**src/ppu_timing_pkg.sv**
```systemverilog
`default_nettype none

package ppu_timing_pkg;

    // one line is 341 pixel clocks, cycles 0 to 340
    localparam logic [8:0] cycles_per_line = 9'd341;
    localparam logic [8:0] last_cycle      = 9'd340;

    // lines 0 to 239 are drawn, 261 is the pre-render line
    localparam logic [8:0] visible_lines   = 9'd240;
    localparam logic [8:0] prerender_line  = 9'd261;

    // vblank flag rises at the end of line 240
    localparam logic [8:0] vblank_line     = 9'd240;
    // and falls at the end of line 260
    localparam logic [8:0] vblank_end_line = 9'd260;

    // first two tiles of the next line are fetched here
    localparam logic [8:0] prefetch_first  = 9'd321;
    localparam logic [8:0] prefetch_last   = 9'd336;

    // current raster position, registered in the counter
    typedef struct packed {
        logic [8:0] scanline;
        logic [8:0] cycle;
    } raster_pos_t;

endpackage

`default_nettype wire

```
**src/ppu_bus_pkg.sv**
```systemverilog
`default_nettype none

package ppu_bus_pkg;

    // cpu register map, ain values
    localparam logic [2:0] reg_ctrl   = 3'd0;
    localparam logic [2:0] reg_mask   = 3'd1;
    localparam logic [2:0] reg_status = 3'd2;
    localparam logic [2:0] reg_addr   = 3'd6;
    localparam logic [2:0] reg_data   = 3'd7;

    // upper address bits of the 3F00 palette page
    localparam logic [5:0] palette_page = 6'h3f;

    // fixed fields of the nametable and attribute addresses
    localparam logic [1:0] nt_prefix   = 2'b10;
    localparam logic [3:0] attr_marker = 4'b1111;

    typedef struct packed {
        logic [2:0] ain;
        logic [7:0] din;
        logic       read;
        logic       write;
    } cpu_bus_t;

    // the control bits the background path actually uses
    typedef struct packed {
        logic       nmi_enable;
        logic       bg_table;
        logic       increment32;
        logic [1:0] nt_select;
        logic       render_enable;
    } ppu_ctrl_t;

    typedef struct packed {
        logic [13:0] addr;
        logic        read;
        logic        write;
    } vram_req_t;

    typedef struct packed {
        logic       en;
        logic [4:0] index;
        logic [5:0] data;
    } palette_wr_t;

    typedef struct packed {
        logic [7:0] pattern_lo;
        logic [7:0] pattern_hi;
        logic [1:0] attr;
        logic       load;
    } tile_word_t;

    // 0010 nn rrrrr ccccc
    typedef struct packed {
        logic [1:0] prefix;
        logic [1:0] nt_select;
        logic [4:0] row;
        logic [4:0] column;
    } vram_nt_view_t;

    // 0010 nn 1111 yyy xxx
    typedef struct packed {
        logic [1:0] prefix;
        logic [1:0] nt_select;
        logic [3:0] marker;
        logic [2:0] row_group;
        logic [2:0] col_group;
    } vram_attr_view_t;

    // 0 t tttttttt p fff
    typedef struct packed {
        logic       zero;
        logic       table_sel;
        logic [7:0] tile;
        logic       plane;
        logic [2:0] fine_row;
    } vram_pat_view_t;

    typedef union packed {
        vram_nt_view_t   nt;
        vram_attr_view_t attr;
        vram_pat_view_t  pat;
    } vram_addr_u;

endpackage

`default_nettype wire

```
**src/ppu_raster_counter.sv**
```systemverilog
`timescale 1ns/1ps
`default_nettype none

module ppu_raster_counter (
    input  logic                        clk,
    input  logic                        reset,
    input  logic                        is_vblank,
    input  ppu_bus_pkg::ppu_ctrl_t      ctrl,
    output ppu_timing_pkg::raster_pos_t pos,
    output logic                        vblank_set,
    output logic                        frame_end_clear
);
    import ppu_timing_pkg::*;

    logic odd_frame;
    logic short_line;
    logic line_end;

    // pre-render line drops its last cycle on odd frames while drawing
    assign short_line = odd_frame && pos.scanline == prerender_line &&
                        !is_vblank && ctrl.render_enable;

    assign line_end = short_line ? (pos.cycle == last_cycle - 9'd1) :
                                   (pos.cycle == last_cycle);

    // single-cycle events, on the clk that closes the line
    assign vblank_set      = line_end && pos.scanline == vblank_line;
    assign frame_end_clear = line_end && pos.scanline == vblank_end_line;

    always_ff @(posedge clk) begin
        if (reset) begin
            pos       <= '0;
            odd_frame <= 1'b0;
        end else begin
            if (line_end) begin
                pos.cycle <= '0;
                // 261 wraps back to the first visible line
                if (pos.scanline == prerender_line) begin
                    pos.scanline <= '0;
                end else begin
                    pos.scanline <= pos.scanline + 9'd1;
                end
            end else begin
                pos.cycle <= pos.cycle + 9'd1;
            end
            // parity flips where vblank ends, so line 261 belongs to the new frame
            if (frame_end_clear) begin
                odd_frame <= !odd_frame;
            end
        end
    end

    // line end must always catch the counter
    assert property (@(posedge clk) disable iff (reset) pos.cycle < cycles_per_line)
        else $error("raster cycle ran past the end of the line");

endmodule

`default_nettype wire

```
**src/ppu_registers.sv**
```systemverilog
`timescale 1ns/1ps
`default_nettype none

module ppu_registers (
    input  logic                     clk,
    input  logic                     reset,
    input  ppu_bus_pkg::cpu_bus_t    cpu,
    input  logic                     vblank_set,
    input  logic                     frame_end_clear,
    output ppu_bus_pkg::ppu_ctrl_t   ctrl,
    output logic                     is_vblank,
    output logic                     nmi,
    output logic [7:0]               dout,
    output ppu_bus_pkg::vram_req_t   cpu_access,
    output logic [7:0]               vram_dout,
    output ppu_bus_pkg::palette_wr_t pal_wr
);
    import ppu_bus_pkg::*;

    logic        toggle;
    logic [13:0] vram_addr;
    logic        status_read;
    logic        data_access;
    logic        data_write;
    logic        pal_hit;
    logic        pal_skip;

    assign status_read = cpu.read && cpu.ain == reg_status;
    assign data_access = (cpu.read || cpu.write) && cpu.ain == reg_data;
    assign data_write  = cpu.write && cpu.ain == reg_data;

    // 3F00 page goes to palette RAM, never out to VRAM
    assign pal_hit  = vram_addr[13:8] == palette_page;
    // entries 4, 8, C, 14, 18, 1C are dropped
    assign pal_skip = vram_addr[3:2] != 2'b00 && vram_addr[1:0] == 2'b00;

    always_ff @(posedge clk) begin
        if (reset) begin
            ctrl      <= '0;
            toggle    <= 1'b0;
            vram_addr <= '0;
        end else begin
            if (cpu.write && cpu.ain == reg_ctrl) begin
                ctrl.nmi_enable  <= cpu.din[7];
                ctrl.bg_table    <= cpu.din[4];
                ctrl.increment32 <= cpu.din[2];
                ctrl.nt_select   <= cpu.din[1:0];
            end
            // drawing is on if either bg or sprite enable is set
            if (cpu.write && cpu.ain == reg_mask) begin
                ctrl.render_enable <= |cpu.din[4:3];
            end
            // high byte first, then low byte
            if (cpu.write && cpu.ain == reg_addr) begin
                if (!toggle) begin
                    vram_addr[13:8] <= cpu.din[5:0];
                end else begin
                    vram_addr[7:0] <= cpu.din;
                end
                toggle <= !toggle;
            end
            if (data_access) begin
                vram_addr <= vram_addr + (ctrl.increment32 ? 14'd32 : 14'd1);
            end
            if (status_read) begin
                toggle <= 1'b0;
            end
        end
    end

    // a status read wins over a set landing on the same clk
    always_ff @(posedge clk) begin
        if (reset) begin
            is_vblank <= 1'b1;
        end else if (status_read || frame_end_clear) begin
            is_vblank <= 1'b0;
        end else if (vblank_set) begin
            is_vblank <= 1'b1;
        end
    end

    assign nmi  = is_vblank && ctrl.nmi_enable;
    assign dout = status_read ? {is_vblank, 7'd0} : 8'd0;

    always_comb begin
        cpu_access.addr  = vram_addr;
        cpu_access.read  = data_access && !cpu.write;
        cpu_access.write = data_write && !pal_hit;
        pal_wr.en        = data_write && pal_hit && !pal_skip;
        pal_wr.index     = vram_addr[4:0];
        pal_wr.data      = cpu.din[5:0];
    end

    assign vram_dout = cpu.din;

    assert property (@(posedge clk) disable iff (reset) !(pal_wr.en && cpu_access.write))
        else $error("data write sent to both palette and VRAM");

endmodule

`default_nettype wire

```
**src/ppu_tile_fetch.sv**
```systemverilog
`timescale 1ns/1ps
`default_nettype none

module ppu_tile_fetch (
    input  logic                        clk,
    input  logic                        reset,
    input  ppu_timing_pkg::raster_pos_t pos,
    input  ppu_bus_pkg::ppu_ctrl_t      ctrl,
    input  ppu_bus_pkg::vram_req_t      cpu_access,
    input  logic [7:0]                  vram_din,
    output logic [13:0]                 vram_a,
    output logic                        vram_r,
    output logic                        vram_w,
    output ppu_bus_pkg::tile_word_t     tile
);
    import ppu_timing_pkg::*;
    import ppu_bus_pkg::*;

    logic       fetch_active;
    logic       fetch_window;
    logic       fetch_strobe;
    logic       cpu_busy;
    logic [8:0] stage_cycle;
    logic [1:0] stage;
    logic [8:0] fetch_line;
    logic [4:0] col;
    logic [4:0] tile_col;
    logic [7:0] nt_latch;
    logic [1:0] attr_latch;
    logic [7:0] pattern_lo_latch;
    logic [2:0] quad_shift;
    vram_addr_u fetch_addr;

    assign fetch_active = ctrl.render_enable &&
                          (pos.scanline < visible_lines || pos.scanline == prerender_line);
    assign fetch_window = (pos.cycle >= 9'd1 && pos.cycle <= 9'd256) ||
                          (pos.cycle >= prefetch_first && pos.cycle <= prefetch_last);
    // address goes out on the odd cycle and is held through the even one
    assign fetch_strobe = fetch_active && fetch_window && pos.cycle[0];
    assign cpu_busy     = cpu_access.read || cpu_access.write;

    // 0: nametable, 1: attribute, 2: pattern low, 3: pattern high
    assign stage_cycle = pos.cycle - 9'd1;
    assign stage       = stage_cycle[2:1];

    // prefetch works on the line that comes next
    assign fetch_line = (pos.cycle < prefetch_first) ? pos.scanline :
                        (pos.scanline == prerender_line) ? 9'd0 : pos.scanline + 9'd1;

    // tile column, two prefetch steps leave it at 2 for the drawn line
    always_ff @(posedge clk) begin
        if (reset) begin
            col <= '0;
        end else if (pos.cycle == prefetch_first - 9'd1) begin
            col <= '0;
        end else if (fetch_active && fetch_window && pos.cycle[2:0] == 3'd3) begin
            col <= col + 5'd1;
        end
    end

    // quadrant inside the attribute byte, 2 bits per 2x2 tile block
    assign quad_shift = {fetch_line[4], tile_col[1], 1'b0};

    always_ff @(posedge clk) begin
        if (fetch_active && fetch_window) begin
            case (pos.cycle[2:0])
                3'd2: begin
                    nt_latch <= vram_din;
                    // column of the tile in flight, col steps before the attribute lands
                    tile_col <= col;
                end
                3'd4: attr_latch <= vram_din[quad_shift +: 2];
                3'd6: pattern_lo_latch <= vram_din;
                default: ;
            endcase
        end
    end

    always_comb begin
        fetch_addr = '0;
        case (stage)
            2'd0: begin
                fetch_addr.nt.prefix    = nt_prefix;
                fetch_addr.nt.nt_select = ctrl.nt_select;
                fetch_addr.nt.row       = fetch_line[7:3];
                fetch_addr.nt.column    = col;
            end
            2'd1: begin
                fetch_addr.attr.prefix    = nt_prefix;
                fetch_addr.attr.nt_select = ctrl.nt_select;
                fetch_addr.attr.marker    = attr_marker;
                fetch_addr.attr.row_group = fetch_line[7:5];
                fetch_addr.attr.col_group = tile_col[4:2];
            end
            default: begin
                fetch_addr.pat.zero      = 1'b0;
                fetch_addr.pat.table_sel = ctrl.bg_table;
                fetch_addr.pat.tile      = nt_latch;
                // stage 2 is plane 0, stage 3 is plane 1
                fetch_addr.pat.plane     = stage[0];
                fetch_addr.pat.fine_row  = fetch_line[2:0];
            end
        endcase
    end

    // cpu data-port access takes the bus over a background fetch
    assign vram_a = cpu_busy ? cpu_access.addr : fetch_addr;
    assign vram_r = cpu_access.read || (fetch_strobe && !cpu_busy);
    assign vram_w = cpu_access.write;

    // high plane goes straight from the bus into the shifter on the load cycle
    always_comb begin
        tile.pattern_lo = pattern_lo_latch;
        tile.pattern_hi = vram_din;
        tile.attr       = attr_latch;
        tile.load       = fetch_active && fetch_window && pos.cycle[2:0] == 3'd0;
    end

    assert property (@(posedge clk) disable iff (reset) !(vram_r && vram_w))
        else $error("vram read and write strobed together");

endmodule

`default_nettype wire

```
**src/ppu_bg_shifter.sv**
```systemverilog
`timescale 1ns/1ps
`default_nettype none

module ppu_bg_shifter (
    input  logic                        clk,
    input  logic                        reset,
    input  ppu_timing_pkg::raster_pos_t pos,
    input  ppu_bus_pkg::tile_word_t     tile,
    output logic [3:0]                  bg_pixel
);
    import ppu_timing_pkg::*;

    logic [15:0] pat_lo_sr;
    logic [15:0] pat_hi_sr;
    logic [7:0]  attr_lo_sr;
    logic [7:0]  attr_hi_sr;
    logic [1:0]  attr_next;
    logic        shift_en;

    assign shift_en = pos.cycle < prefetch_last;

    always_ff @(posedge clk) begin
        if (reset) begin
            pat_lo_sr  <= '0;
            pat_hi_sr  <= '0;
            attr_lo_sr <= '0;
            attr_hi_sr <= '0;
            attr_next  <= '0;
        end else begin
            if (shift_en) begin
                pat_lo_sr[14:0] <= pat_lo_sr[15:1];
                pat_hi_sr[14:0] <= pat_hi_sr[15:1];
                // attribute bits feed in from the latch, one per pixel
                attr_lo_sr <= {attr_next[0], attr_lo_sr[7:1]};
                attr_hi_sr <= {attr_next[1], attr_hi_sr[7:1]};
            end
            // leftmost pixel of the tile is its msb, so reverse into bit 8 first
            if (tile.load) begin
                pat_lo_sr[15:8] <= {<<{tile.pattern_lo}};
                pat_hi_sr[15:8] <= {<<{tile.pattern_hi}};
                attr_next       <= tile.attr;
            end
        end
    end

    // palette group in the upper bits, pattern colour in the lower
    assign bg_pixel = {attr_hi_sr[0], attr_lo_sr[0], pat_hi_sr[0], pat_lo_sr[0]};

endmodule

`default_nettype wire

```
**src/ppu_palette.sv**
```systemverilog
`timescale 1ns/1ps
`default_nettype none

module ppu_palette (
    input  logic                     clk,
    input  ppu_bus_pkg::ppu_ctrl_t   ctrl,
    input  ppu_bus_pkg::palette_wr_t pal_wr,
    input  logic [3:0]               bg_pixel,
    output logic [5:0]               color
);

    // 32 entries of 6-bit colour codes
    logic [5:0] pal_ram [0:31];
    logic [4:0] rd_index;

    // skipped entries are already filtered out of pal_wr.en
    always_ff @(posedge clk) begin
        if (pal_wr.en) begin
            pal_ram[pal_wr.index] <= pal_wr.data;
        end
    end

    // backdrop entry while drawing is off
    assign rd_index = ctrl.render_enable ? {1'b0, bg_pixel} : 5'd0;
    assign color    = pal_ram[rd_index];

endmodule

`default_nettype wire

```
**src/ppu_top.sv**
```systemverilog
`timescale 1ns/1ps
`default_nettype none

module ppu_top (
    input  logic                        clk,
    input  logic                        reset,
    input  ppu_bus_pkg::cpu_bus_t       cpu,
    input  logic [7:0]                  vram_din,
    output logic [7:0]                  dout,
    output logic                        nmi,
    output logic                        vram_r,
    output logic                        vram_w,
    output logic [13:0]                 vram_a,
    output logic [7:0]                  vram_dout,
    output ppu_timing_pkg::raster_pos_t pos,
    output logic [5:0]                  color
);
    import ppu_bus_pkg::*;

    ppu_ctrl_t   ctrl;
    logic        is_vblank;
    logic        vblank_set;
    logic        frame_end_clear;
    vram_req_t   cpu_access;
    palette_wr_t pal_wr;
    tile_word_t  tile;
    logic [3:0]  bg_pixel;

    ppu_raster_counter u_raster_counter (
        .clk             (clk),
        .reset           (reset),
        .is_vblank       (is_vblank),
        .ctrl            (ctrl),
        .pos             (pos),
        .vblank_set      (vblank_set),
        .frame_end_clear (frame_end_clear)
    );

    ppu_registers u_registers (
        .clk             (clk),
        .reset           (reset),
        .cpu             (cpu),
        .vblank_set      (vblank_set),
        .frame_end_clear (frame_end_clear),
        .ctrl            (ctrl),
        .is_vblank       (is_vblank),
        .nmi             (nmi),
        .dout            (dout),
        .cpu_access      (cpu_access),
        .vram_dout       (vram_dout),
        .pal_wr          (pal_wr)
    );

    ppu_tile_fetch u_tile_fetch (
        .clk        (clk),
        .reset      (reset),
        .pos        (pos),
        .ctrl       (ctrl),
        .cpu_access (cpu_access),
        .vram_din   (vram_din),
        .vram_a     (vram_a),
        .vram_r     (vram_r),
        .vram_w     (vram_w),
        .tile       (tile)
    );

    ppu_bg_shifter u_bg_shifter (
        .clk      (clk),
        .reset    (reset),
        .pos      (pos),
        .tile     (tile),
        .bg_pixel (bg_pixel)
    );

    ppu_palette u_palette (
        .clk      (clk),
        .ctrl     (ctrl),
        .pal_wr   (pal_wr),
        .bg_pixel (bg_pixel),
        .color    (color)
    );

endmodule

`default_nettype wire

```
**config.mk**
```make
export PLATFORM = sky130hd
export DESIGN_NAME = ppu_top
export DESIGN_NICKNAME = d
export VERILOG_FILES = /design/src/ppu_timing_pkg.sv /design/src/ppu_bus_pkg.sv /design/src/ppu_raster_counter.sv /design/src/ppu_registers.sv /design/src/ppu_tile_fetch.sv /design/src/ppu_bg_shifter.sv /design/src/ppu_palette.sv /design/src/ppu_top.sv
export SDC_FILE = /design/constraint.sdc
export NUM_CORES = 1
export LEC_CHECK = 0
export BUFFER_PORTS_ARGS = -buffer_cell sky130_fd_sc_hd__buf_2
export CORE_MARGIN = 4
export CORE_UTILIZATION = 50
export CTS_CLUSTER_DIAMETER = 50
export DETAILED_ROUTE_END_ITERATION = 10
export GPL_TIMING_DRIVEN = 1
export HOLD_SLACK_MARGIN = 0.05
export PLACE_DENSITY = 0.69
export SLEW_MARGIN = 15
export SYNTH_ARGS = -nofsm -noshare
export SYNTH_HDL_FRONTEND = slang
export SYNTH_SLANG_ARGS = --single-unit
```
**constraint.sdc**
```tcl
create_clock -name clk -period 4.3 [get_ports clk]
set_input_delay 0.645 -clock clk [delete_from_list [all_inputs] [get_ports clk]]
set_output_delay 0.645 -clock clk [all_outputs]
set_load 0.1 [all_outputs]
```
==> metrics.txt, run 1 <==
status complete, no violations; hold slack 361 ps; core area about 19000 µm²; Arr. time, crit path about 3200 ps; dominant cells by area after synthesis edfxtp_1 36%, dfxtp_1 20%, nand2_1 5.7%, a21oi_1 3.3%, mux4_2 3.2%; Initial Util 0.514; Tcrit/Tclk final 0.896; RR Endpoint u_tile_fetch.nt_latch[3]; element type at the critical path start register; Seq/Total Area, Yosys 0.562; Setup Viol. Count Final 0; syn_area_per_cell around 11 µm²; Rows 50; clk buf depth 3; Die W 147 µm; number of synthesized flops with an enable pin between 100 and 150; final-report max-slew violation count 0; clock slew at reported path FFs ~60 ps; via count approximately 7000; fin nets about 1000; total of fill cells in the finished design between 1500 and 2000; CTS root buffer clkbuf_16; FFs w/ async S/R, synth 0; clk_lat worst skew 520 ps; port bufs slightly above 70; #FFs+latches synth ~210; DR vias/cell between 5 and 6; Worst Setup EP vram_r; DRT antenna net count 0; Max Freq 0.260 GHz; Peak VDD IR roughly 0.38 mV; cell taking the most area after synthesis edfxtp_1; most used flip-flop cell after synthesis edfxtp_1; largest net degree at the start of global routing 52; Sequential cell area roughly 5500 µm²; GRT overflow 0; CP Max Fanout 12; layout cells sized above 1 0.179; CTS tree done; CP required between 3000 and 4000 ps; Layout area overhead 14.1%; power density over the cells roughly 430 nW/µm²; number of diodes 0; CTS Hold Buffers Added 0; R2R cell count 5; DRT Pass-1 Iters 5; I/O pin cnt 80; drt wl/cell ~18 µm; initial antenna violation count 0; Cell Area, Synth a little under 10000 µm²; FF-to-FF Start u_raster_counter.pos[0]; Fin. Hold Viols 0; Synth top area share 0.365; Iteration-0 DRC Markers approximately 400; DIE HEIGHT ~150 µm; RePlAce Congestion slightly above 0.9; most frequent cells in the layout 148 x nand2_1, 118 x edfxtp_1, 95 x dfxtp_1; Sink Count between 200 and 250; Fin Setup TNS 0 ps; Setup crit end kind primary output; vias in the first global route between 6000 and 7000; commonest non-fill, non-tap cell in the layout nand2_1; synth warn 0; Max-Cap Viols 0; H-tree levels 1; Max Clock Skew 9.03 ps; cts bufs inserted 26; Hold WC Path Type input port to register; post-CTS sizing 0; normalized max-slew margin 0.281; total power 4.77 mW; Detail Placement HPWL about 15 mm; Post-Syn Instances ~900; RSZ-0062 raised after global routing no; final WL around 23 mm; GRT Util Overall 0.206; DR DRC count 0; Tmin final just under 4000 ps; Unique masters post-synth 71; multi-input logic area 3980 µm²; postcts setup bufs 0; Worst Tran Pin Value approximately 1100 ps; global-route wire length before repair 36.4 mm; worst reg-to-reg setup slack around 1400 ps; CP startpoint u_raster_counter.pos[0]; Leakage between 3 and 4 nW; die area roughly 22000 µm²; WS Path Type register to primary output
cells by family after synthesis:
logic type               Yosys count  share of synthesized area
AO/OA/AOI/OAI                    190                      0.136
XOR/XNOR                          11                    0.00991
adder cells (fa/ha/maj)           13                     0.0167
buffers and inverters             82                     0.0408
flip-flops                       214                      0.562
multiplexers                      51                     0.0714
other                              1                   0.000386
AND/OR/NAND/NOR                  336                      0.162
synth_stat cells (all sizes together), types with 5 or more instances:
| master | count |
|---|---|
| nand4 | 5 |
| nor2 | 84 |
| xor2 | 7 |
| mux2 | 7 |
| mux2i | 30 |
| a311oi | 18 |
| edfxtp | 118 |
| ha | 13 |
| clkbuf | 40 |
| and3 | 15 |
| nor3 | 14 |
| nand2b | 6 |
| nor4 | 7 |
| mux4 | 14 |
| nand3 | 13 |
| a22o | 8 |
| o21ai | 35 |
| a21oi | 65 |
| and2 | 6 |
| a22oi | 21 |
| dfxtp | 96 |
| or3 | 7 |
| buf | 31 |
| nand2 | 148 |
| inv | 11 |
how the worst min path moves through the flow:
stage	end	slack (ps)	from	cells past startpoint
after floorplan	u_tile_fetch.tile_col[4]	420	u_tile_fetch.col[4]	0
after CTS	u_tile_fetch.nt_latch[2]	340	vram_din[2]	1
after global placement	u_bg_shifter.pat_lo_sr[3]	440	u_bg_shifter.pat_lo_sr[3]	2
after global routing	u_tile_fetch.nt_latch[2]	350	vram_din[2]	1
final	u_tile_fetch.nt_latch[1]	360	vram_din[1]	1
after detailed placement	u_bg_shifter.pat_lo_sr[7]	440	u_bg_shifter.pat_lo_sr[7]	2
stage by stage:
| stage | instance area (µm²) | utilization | instances | setup WS, ps |
|---|---|---|---|---|
| 2_1_floorplan | 9840 | - | 922 | -71.8 |
| 3_3_place_gp | 10300 | 0.544 | 1197 | 1040 |
| 3_5_place_dp | 10300 | 0.544 | 1197 | 993 |
| 4_1_cts | 11100 | 0.587 | 1245 | 435 |
| 5_1_grt | 11100 | 0.587 | 1245 | 272 |
| 6_report | 11100 | 0.587 | 1245 | 447 |
sequential cells by signal, indices dropped and copies added (netlist names):
name / flops
u_tile_fetch.nt_latch: 8
u_registers.vram_addr: 14
u_palette.pal_ram: 96
u_tile_fetch.attr_latch: 2
u_bg_shifter.pat_lo_sr: 16
u_registers.is_vblank: 1
u_bg_shifter.pat_hi_sr: 16
u_registers.ctrl: 6
u_bg_shifter.attr_next: 2
u_registers.toggle: 1
u_tile_fetch.tile_col: 4
u_tile_fetch.col: 5
u_bg_shifter.attr_hi_sr: 8
u_tile_fetch.pattern_lo_latch: 8
u_bg_shifter.attr_lo_sr: 8
u_raster_counter.pos: 18
u_raster_counter.odd_frame: 1
layout make-up:
| class | instances | area share |
|---|---|---|
| Timing Repair Buffer | 86 | 0.0420 |
| Tap cell | 260 | 0.0293 |
| Multi-Input combinational cell | 626 | 0.358 |
| Clock buffer | 35 | 0.0635 |
| Clock inverter | 13 | 0.0104 |
| Inverter | 11 | 0.00372 |
| Sequential cell | 214 | 0.493 |
critical path, cell delays in order, from the launching register on:
cell      delay, ps
dfxtp_1         430
or4_1           620
o21ai_0         250
nand2_1          80
a21oi_1         540
nand3b_1        240
nand2_1         100
buf_2           430
power by group:
group          switching [mW]  internal (mW)  leakage (nW)  total [mW]
clock                   0.839           1.22         0.396        2.06
sequential             0.0214           2.18          1.85        2.20
combinational           0.403          0.106          1.70       0.509
per-layer routing:
layer | GRT usage | share of wire | vias to the layer above
met2 | 0.334 | 0.48 | 205
met1 | 0.288 | 0.44 | 3372
li1 | - | - | 3393
met5 | 0 | 0 | -
met3 | 0.0282 | 0.048 | 50
met4 | 0.0676 | 0.032 | 0
Power figures use the tool's default switching activity.
==> inputs of run 2 (changes only) <==
--- a/config.mk
+++ b/config.mk
@@ -12,7 +12,7 @@
 export DETAILED_ROUTE_END_ITERATION = 10
 export GPL_TIMING_DRIVEN = 1
 export HOLD_SLACK_MARGIN = 0.05
-export PLACE_DENSITY = 0.69
+export PLACE_DENSITY = 0.71
 export SLEW_MARGIN = 15
 export SYNTH_ARGS = -nofsm -noshare
 export SYNTH_HDL_FRONTEND = slang
==> constraint.sdc (replaced) <==
create_clock -name clk -period 3.33 [get_ports clk]
set_input_delay 0.4995 -clock clk [delete_from_list [all_inputs] [get_ports clk]]
set_output_delay 0.4995 -clock clk [all_outputs]
set_load 0.1 [all_outputs]
==> metrics.txt, run 2 (synthesized netlist as in run 1, its figures left out) <==
post-route cell area ~12000 µm²; commonest non-fill, non-tap cell in the layout nand2_1; Placement Cell Area 10600 µm²; most frequent cells in the layout 147 x nand2_1, 118 x edfxtp_1, 88 x dfxtp_1; GRT Util Overall 0.201; CTS Hold Buffers Added 0; Worst path top cell family by delay simple AND/OR/NAND/NOR gates; Max Clock Skew 14.5 ps; CP Max Fanout 10; vias in the first global route approximately 6800; RSZ-0062 raised after global routing no; status complete, no violations; initial antenna violation count 0; clk buf depth 3; worst hold start vram_din[0]; Arr. time, crit path roughly 2700 ps; Setup crit end kind primary output; DRT Pass-1 Iters 4; worst path cell trace or4b_4, nor2_8, a31oi_1, o21ai_0, o311a_1, o21ai_4, buf_12; final WL 22.1 mm; Layout area overhead 19.4%; DRT antenna net count 0; normalized max-slew margin 0.341; RePlAce Congestion between 0.8 and 0.9; Rows 50; Tmin final between 3000 and 4000 ps; cts bufs inserted 26; Setup Viol. Count Final 0; H-tree levels 1; Leakage slightly above 4 nW; Crit-path slowest cell or4b_4; largest net degree at the start of global routing 57; total power approximately 6.4 mW; port bufs around 70; Fin. Hold Viols 0; core area 18900 µm²; FF-to-FF Start u_raster_counter.pos[13]; crit-path max cell delay 640 ps; global-route wire length before repair 35.9 mm; Largest Register u_palette.pal_ram; Die W around 150 µm; Fin Setup TNS 0 ps; I/O pin cnt 80; Tcrit/Tclk final 0.974; clk_lat worst skew between 500 and 600 ps; Iteration-0 DRC Markers between 400 and 500; via count between 7000 and 8000; Top Registers u_palette.pal_ram: 96 flops, u_raster_counter.pos: 18 flops; DR DRC count 0; Peak VDD IR ~0.37 mV; element type at the critical path start register; fin nets a little over 1000; Hold WC Path Type input port to register; drt wl/cell approximately 18 µm; max reg flops 96; DIE HEIGHT 147 µm; CP startpoint u_raster_counter.pos[13]; final-report max-slew violation count 0; Detail Placement HPWL 15.0 mm; CTS tree done; number of diodes 0; Max-Cap Viols 0; Buf/Inv on CP 1; Worst Tran Pin Value a little under 1000 ps; die area 21700 µm²; clock slew at reported path FFs 60 ps; Max Freq 0.308 GHz; total of fill cells in the finished design roughly 1600; Initial Util 0.514; Sink Count roughly 210; WS Path Type register to primary output; GRT overflow 0; power density over the cells 551 nW/µm²; CP required 2830 ps; CTS root buffer clkbuf_16; layout cells sized above 1 0.223; DR vias/cell approximately 5.6
## run 2: changes by cell type in the layout (fill, tap and decap cells not counted), moves of 3 or more
cell / delta
a21oi_2: +5
buf_2: -15
clkbuf_4: +4
dfxtp_1: -7
a21oi_4: +3
clkbuf_1: -6
dfxtp_2: +6
o21ai_1: -3
a21oi_1: -8
buf_4: +7
buf_12: +13
## run 2: worst paths after layout
check	end	slack (ps)	cells after the start
hold / removal	u_tile_fetch.pattern_lo_latch[0]	220	1
hold reg to reg	u_bg_shifter.pat_hi_sr[6]	450	2
setup reg to reg	u_bg_shifter.pat_hi_sr[12]	740	7
setup / recovery	vram_a[9]	90	7
## run 2: metal layers
| layer | track usage | up-vias | part of all wire |
|---|---|---|---|
| met5 | 0 | - | 0 |
| met4 | 0.0587 | 0 | 0.022 |
| met3 | 0.0291 | 38 | 0.051 |
| met2 | 0.341 | 195 | 0.49 |
| met1 | 0.271 | 3401 | 0.44 |
| li1 | - | 3417 | - |
## run 2: area by class of cell
class                           count  area (µm²)  area share
Clock inverter                     17         144      0.0124
Multi-Input combinational cell    626        4130       0.356
Clock buffer                       31         732      0.0631
Inverter                           11        41.3     0.00356
Tap cell                          260         325      0.0280
Sequential cell                   214        5480       0.472
Timing Repair Buffer               96         748      0.0645
## run 2: power breakdown
group | internal (mW) | total (mW) | switching [mW]
combinational | 0.223 | 0.769 | 0.546
sequential | 2.82 | 2.84 | 0.0233
clock | 1.67 | 2.78 | 1.12
total | 4.71 | 6.39 | 1.68
## run 2: metrics by stage
| step | worst slack (ps) | util | hold WS [ps] | cells |
|---|---|---|---|---|
| 5_1_grt | 3.24 | 0.614 | 198 | 1255 |
| 2_1_floorplan | -203 | - | 422 | 922 |
| 6_report | 87.6 | 0.614 | 225 | 1255 |
| 3_5_place_dp | 381 | 0.563 | 445 | 1206 |
| 3_3_place_gp | 402 | 0.563 | 438 | 1206 |
| 4_1_cts | 9.43 | 0.611 | 198 | 1254 |
## run 2: timing repair
action / CTS / global route
endpoints found under the setup margin: 9 / 16
cloned: 0 / 1
setup buffers: 0 / 0
resized for setup: 8 / 16
==> inputs of run 3 (changes only) <==
--- a/config.mk
+++ b/config.mk
@@ -5,6 +5,7 @@
 export SDC_FILE = /design/constraint.sdc
 export NUM_CORES = 1
 export LEC_CHECK = 0
+export ABC_AREA = 0
 export BUFFER_PORTS_ARGS = -buffer_cell sky130_fd_sc_hd__buf_2
 export CORE_MARGIN = 4
 export CORE_UTILIZATION = 50
==> constraint.sdc (replaced) <==
create_clock -name clk -period 2.7 [get_ports clk]
set_input_delay 0.405 -clock clk [delete_from_list [all_inputs] [get_ports clk]]
set_output_delay 0.405 -clock clk [all_outputs]
set_load 0.1 [all_outputs]
==> metrics.txt, run 3 (synthesized netlist as in run 1, its figures left out) <==
Max Freq about 0.33 GHz; layout cells sized above 1 0.305; Top Registers u_palette.pal_ram: 96 flops, u_raster_counter.pos: 18 flops; Detail Placement HPWL between 15 and 20 mm; Tmin final 3060 ps; Hold WC Path Type input port to register; fin nets 1060; element type at the critical path start register; DRT Pass-1 Iters 5; H-tree levels 1; DRT antenna net count 0; core area approximately 19000 µm²; via count 7367; hold slack around 130 ps; clk_lat worst skew slightly above 500 ps; commonest non-fill, non-tap cell in the layout nand2_1; Die W between 100 and 150 µm; FF-to-FF Start u_raster_counter.pos[11]; GRT Util Overall 0.220; most frequent cells in the layout 144 x nand2_1, 118 x edfxtp_1, 79 x nor2_1; worst path cell trace or4_4, o41ai_4, buf_4, buf_6, o21bai_4, o2bb2ai_4, a221oi_2, a21oi_4, buf_12; RSZ-0062 raised after global routing yes; drt wl/cell between 15 and 20 µm; number of diodes 0; Max-Cap Viols 0; power density over the cells ~610 nW/µm²; RePlAce Congestion ~0.9; Buf/Inv on CP 3; worst setup margin -361 ps; Fin. Hold Viols 0; Worst path top cell family by delay compound AO/OA/AOI/OAI gates; vias in the first global route 7140; initial antenna violation count 1; CTS root buffer clkbuf_16; Tcrit/Tclk final 1.13; Setup Viol. Count Final 11; Crit-path slowest cell or4_4; post-route cell area between 10000 and 15000 µm²; normalized max-slew margin 0.527; port bufs between 70 and 80; clk buf depth 3; clock slew at reported path FFs 60 ps; Setup crit end kind primary output; Initial Util 0.514; Rows 50; CP Max Fanout 4; final-report max-slew violation count 0; status finished with violations; CTS Hold Buffers Added 0; GRT overflow 0; cts bufs inserted 24; global-route wire length before repair slightly below 40 mm; worst hold start vram_din[1]; max reg flops 96; Placement Cell Area approximately 11000 µm²; worst reg-to-reg setup slack around 280 ps; I/O pin cnt 80; R2R cell count 7; RR Endpoint u_bg_shifter.attr_next[1]; DIE HEIGHT 147 µm; Arr. time, crit path between 2000 and 3000 ps; Worst Tran Pin Value just over 700 ps; WS Path Type register to primary output; hold depth 1; Largest Register u_palette.pal_ram; CTS tree done; pre-CTS setup slack between 70 and 80 ps; CP required 2300 ps; die area approximately 22000 µm²; largest net degree at the start of global routing 47; DR DRC count 0; failing checks negative setup slack; Max Clock Skew ~15 ps; DR vias/cell approximately 5.7; Sink Count 214; Leakage 4.47 nW; Peak VDD IR 0.479 mV; Layout area overhead 28.6%; Iteration-0 DRC Markers 570; WHS Endpoint u_tile_fetch.pattern_lo_latch[1]; crit-path max cell delay ~560 ps; final WL approximately 24 mm
## run 3: cell types whose count changed in the layout (fill, tap and decap cells not counted), sizes merged
cell / delta
buf: +55
inv: -4
clkbuf: -2
clkinv: -1
clkinvlp: -1
## run 3: worst max path at each step
| stage | endpoint | slack, ps | from | cells past startpoint |
|---|---|---|---|---|
| floorplan | vram_a[3] | -220 | u_raster_counter.pos[0] | 8 |
| global placement | vram_a[4] | 110 | u_raster_counter.pos[0] | 8 |
| detailed placement | vram_a[4] | 80 | u_raster_counter.pos[0] | 8 |
| CTS | vram_a[6] | -370 | u_raster_counter.pos[0] | 9 |
| global route | vram_a[4] | -460 | u_raster_counter.pos[0] | 9 |
| finish | vram_a[4] | -360 | u_raster_counter.pos[0] | 9 |
## run 3: report_power, final
group | internal (mW) | switching (mW)
registers | 3.47 | 0.0288
clock network | 1.81 | 1.27
logic | 0.359 | 0.709
total | 5.64 | 2.00
## run 3: final cells by class
class	count	area, µm²
multi-input cells	626	4480
flip-flops and latches	214	5510
repair buffers	147	1380
clock inverters	11	97.6
clock buffers	33	656
fillers	1459	6400
inverters	11	41.3
well taps	260	325
## run 3: layer usage
| metal | GRT usage | part of all wire | vias up |
|---|---|---|---|
| met5 | 0 | 0.00058 | - |
| met1 | 0.293 | 0.42 | 3554 |
| met4 | 0.0727 | 0.032 | 2 |
| met2 | 0.372 | 0.49 | 231 |
| li1 | - | - | 3525 |
| met3 | 0.0316 | 0.055 | 55 |
## run 3: worst reg2reg max path: stages, from the launching register on
cell and delay, ps:
dfxtp_4 420, or4b_4 550, nor2_8 200, o21ai_2 100, or4b_1 580, buf_12 200
mux2i_1 190, nor2_1 50
## run 3: repair_timing
| action | 4_1_cts | 5_1_grt |
|---|---|---|
| cloned | 2 | 0 |
| gates resized for setup | 65 | 25 |
| setup endpoints to repair | 21 | 21 |
| setup buffers | 20 | 1 |
| pin swaps | 23 | 13 |
## run 3: through the flow
step / TNS, ps / instances / power (mW) / utilization
after floorplan: -1030 / 922 / 4.26 / -
after global placement: 0 / 1236 / 4.57 / 0.592
after detailed placement: 0 / 1236 / 4.57 / 0.592
after CTS: -3530 / 1301 / 7.69 / 0.656
after global routing: -4550 / 1302 / 7.89 / 0.661
final: -3210 / 1302 / 7.64 / 0.661
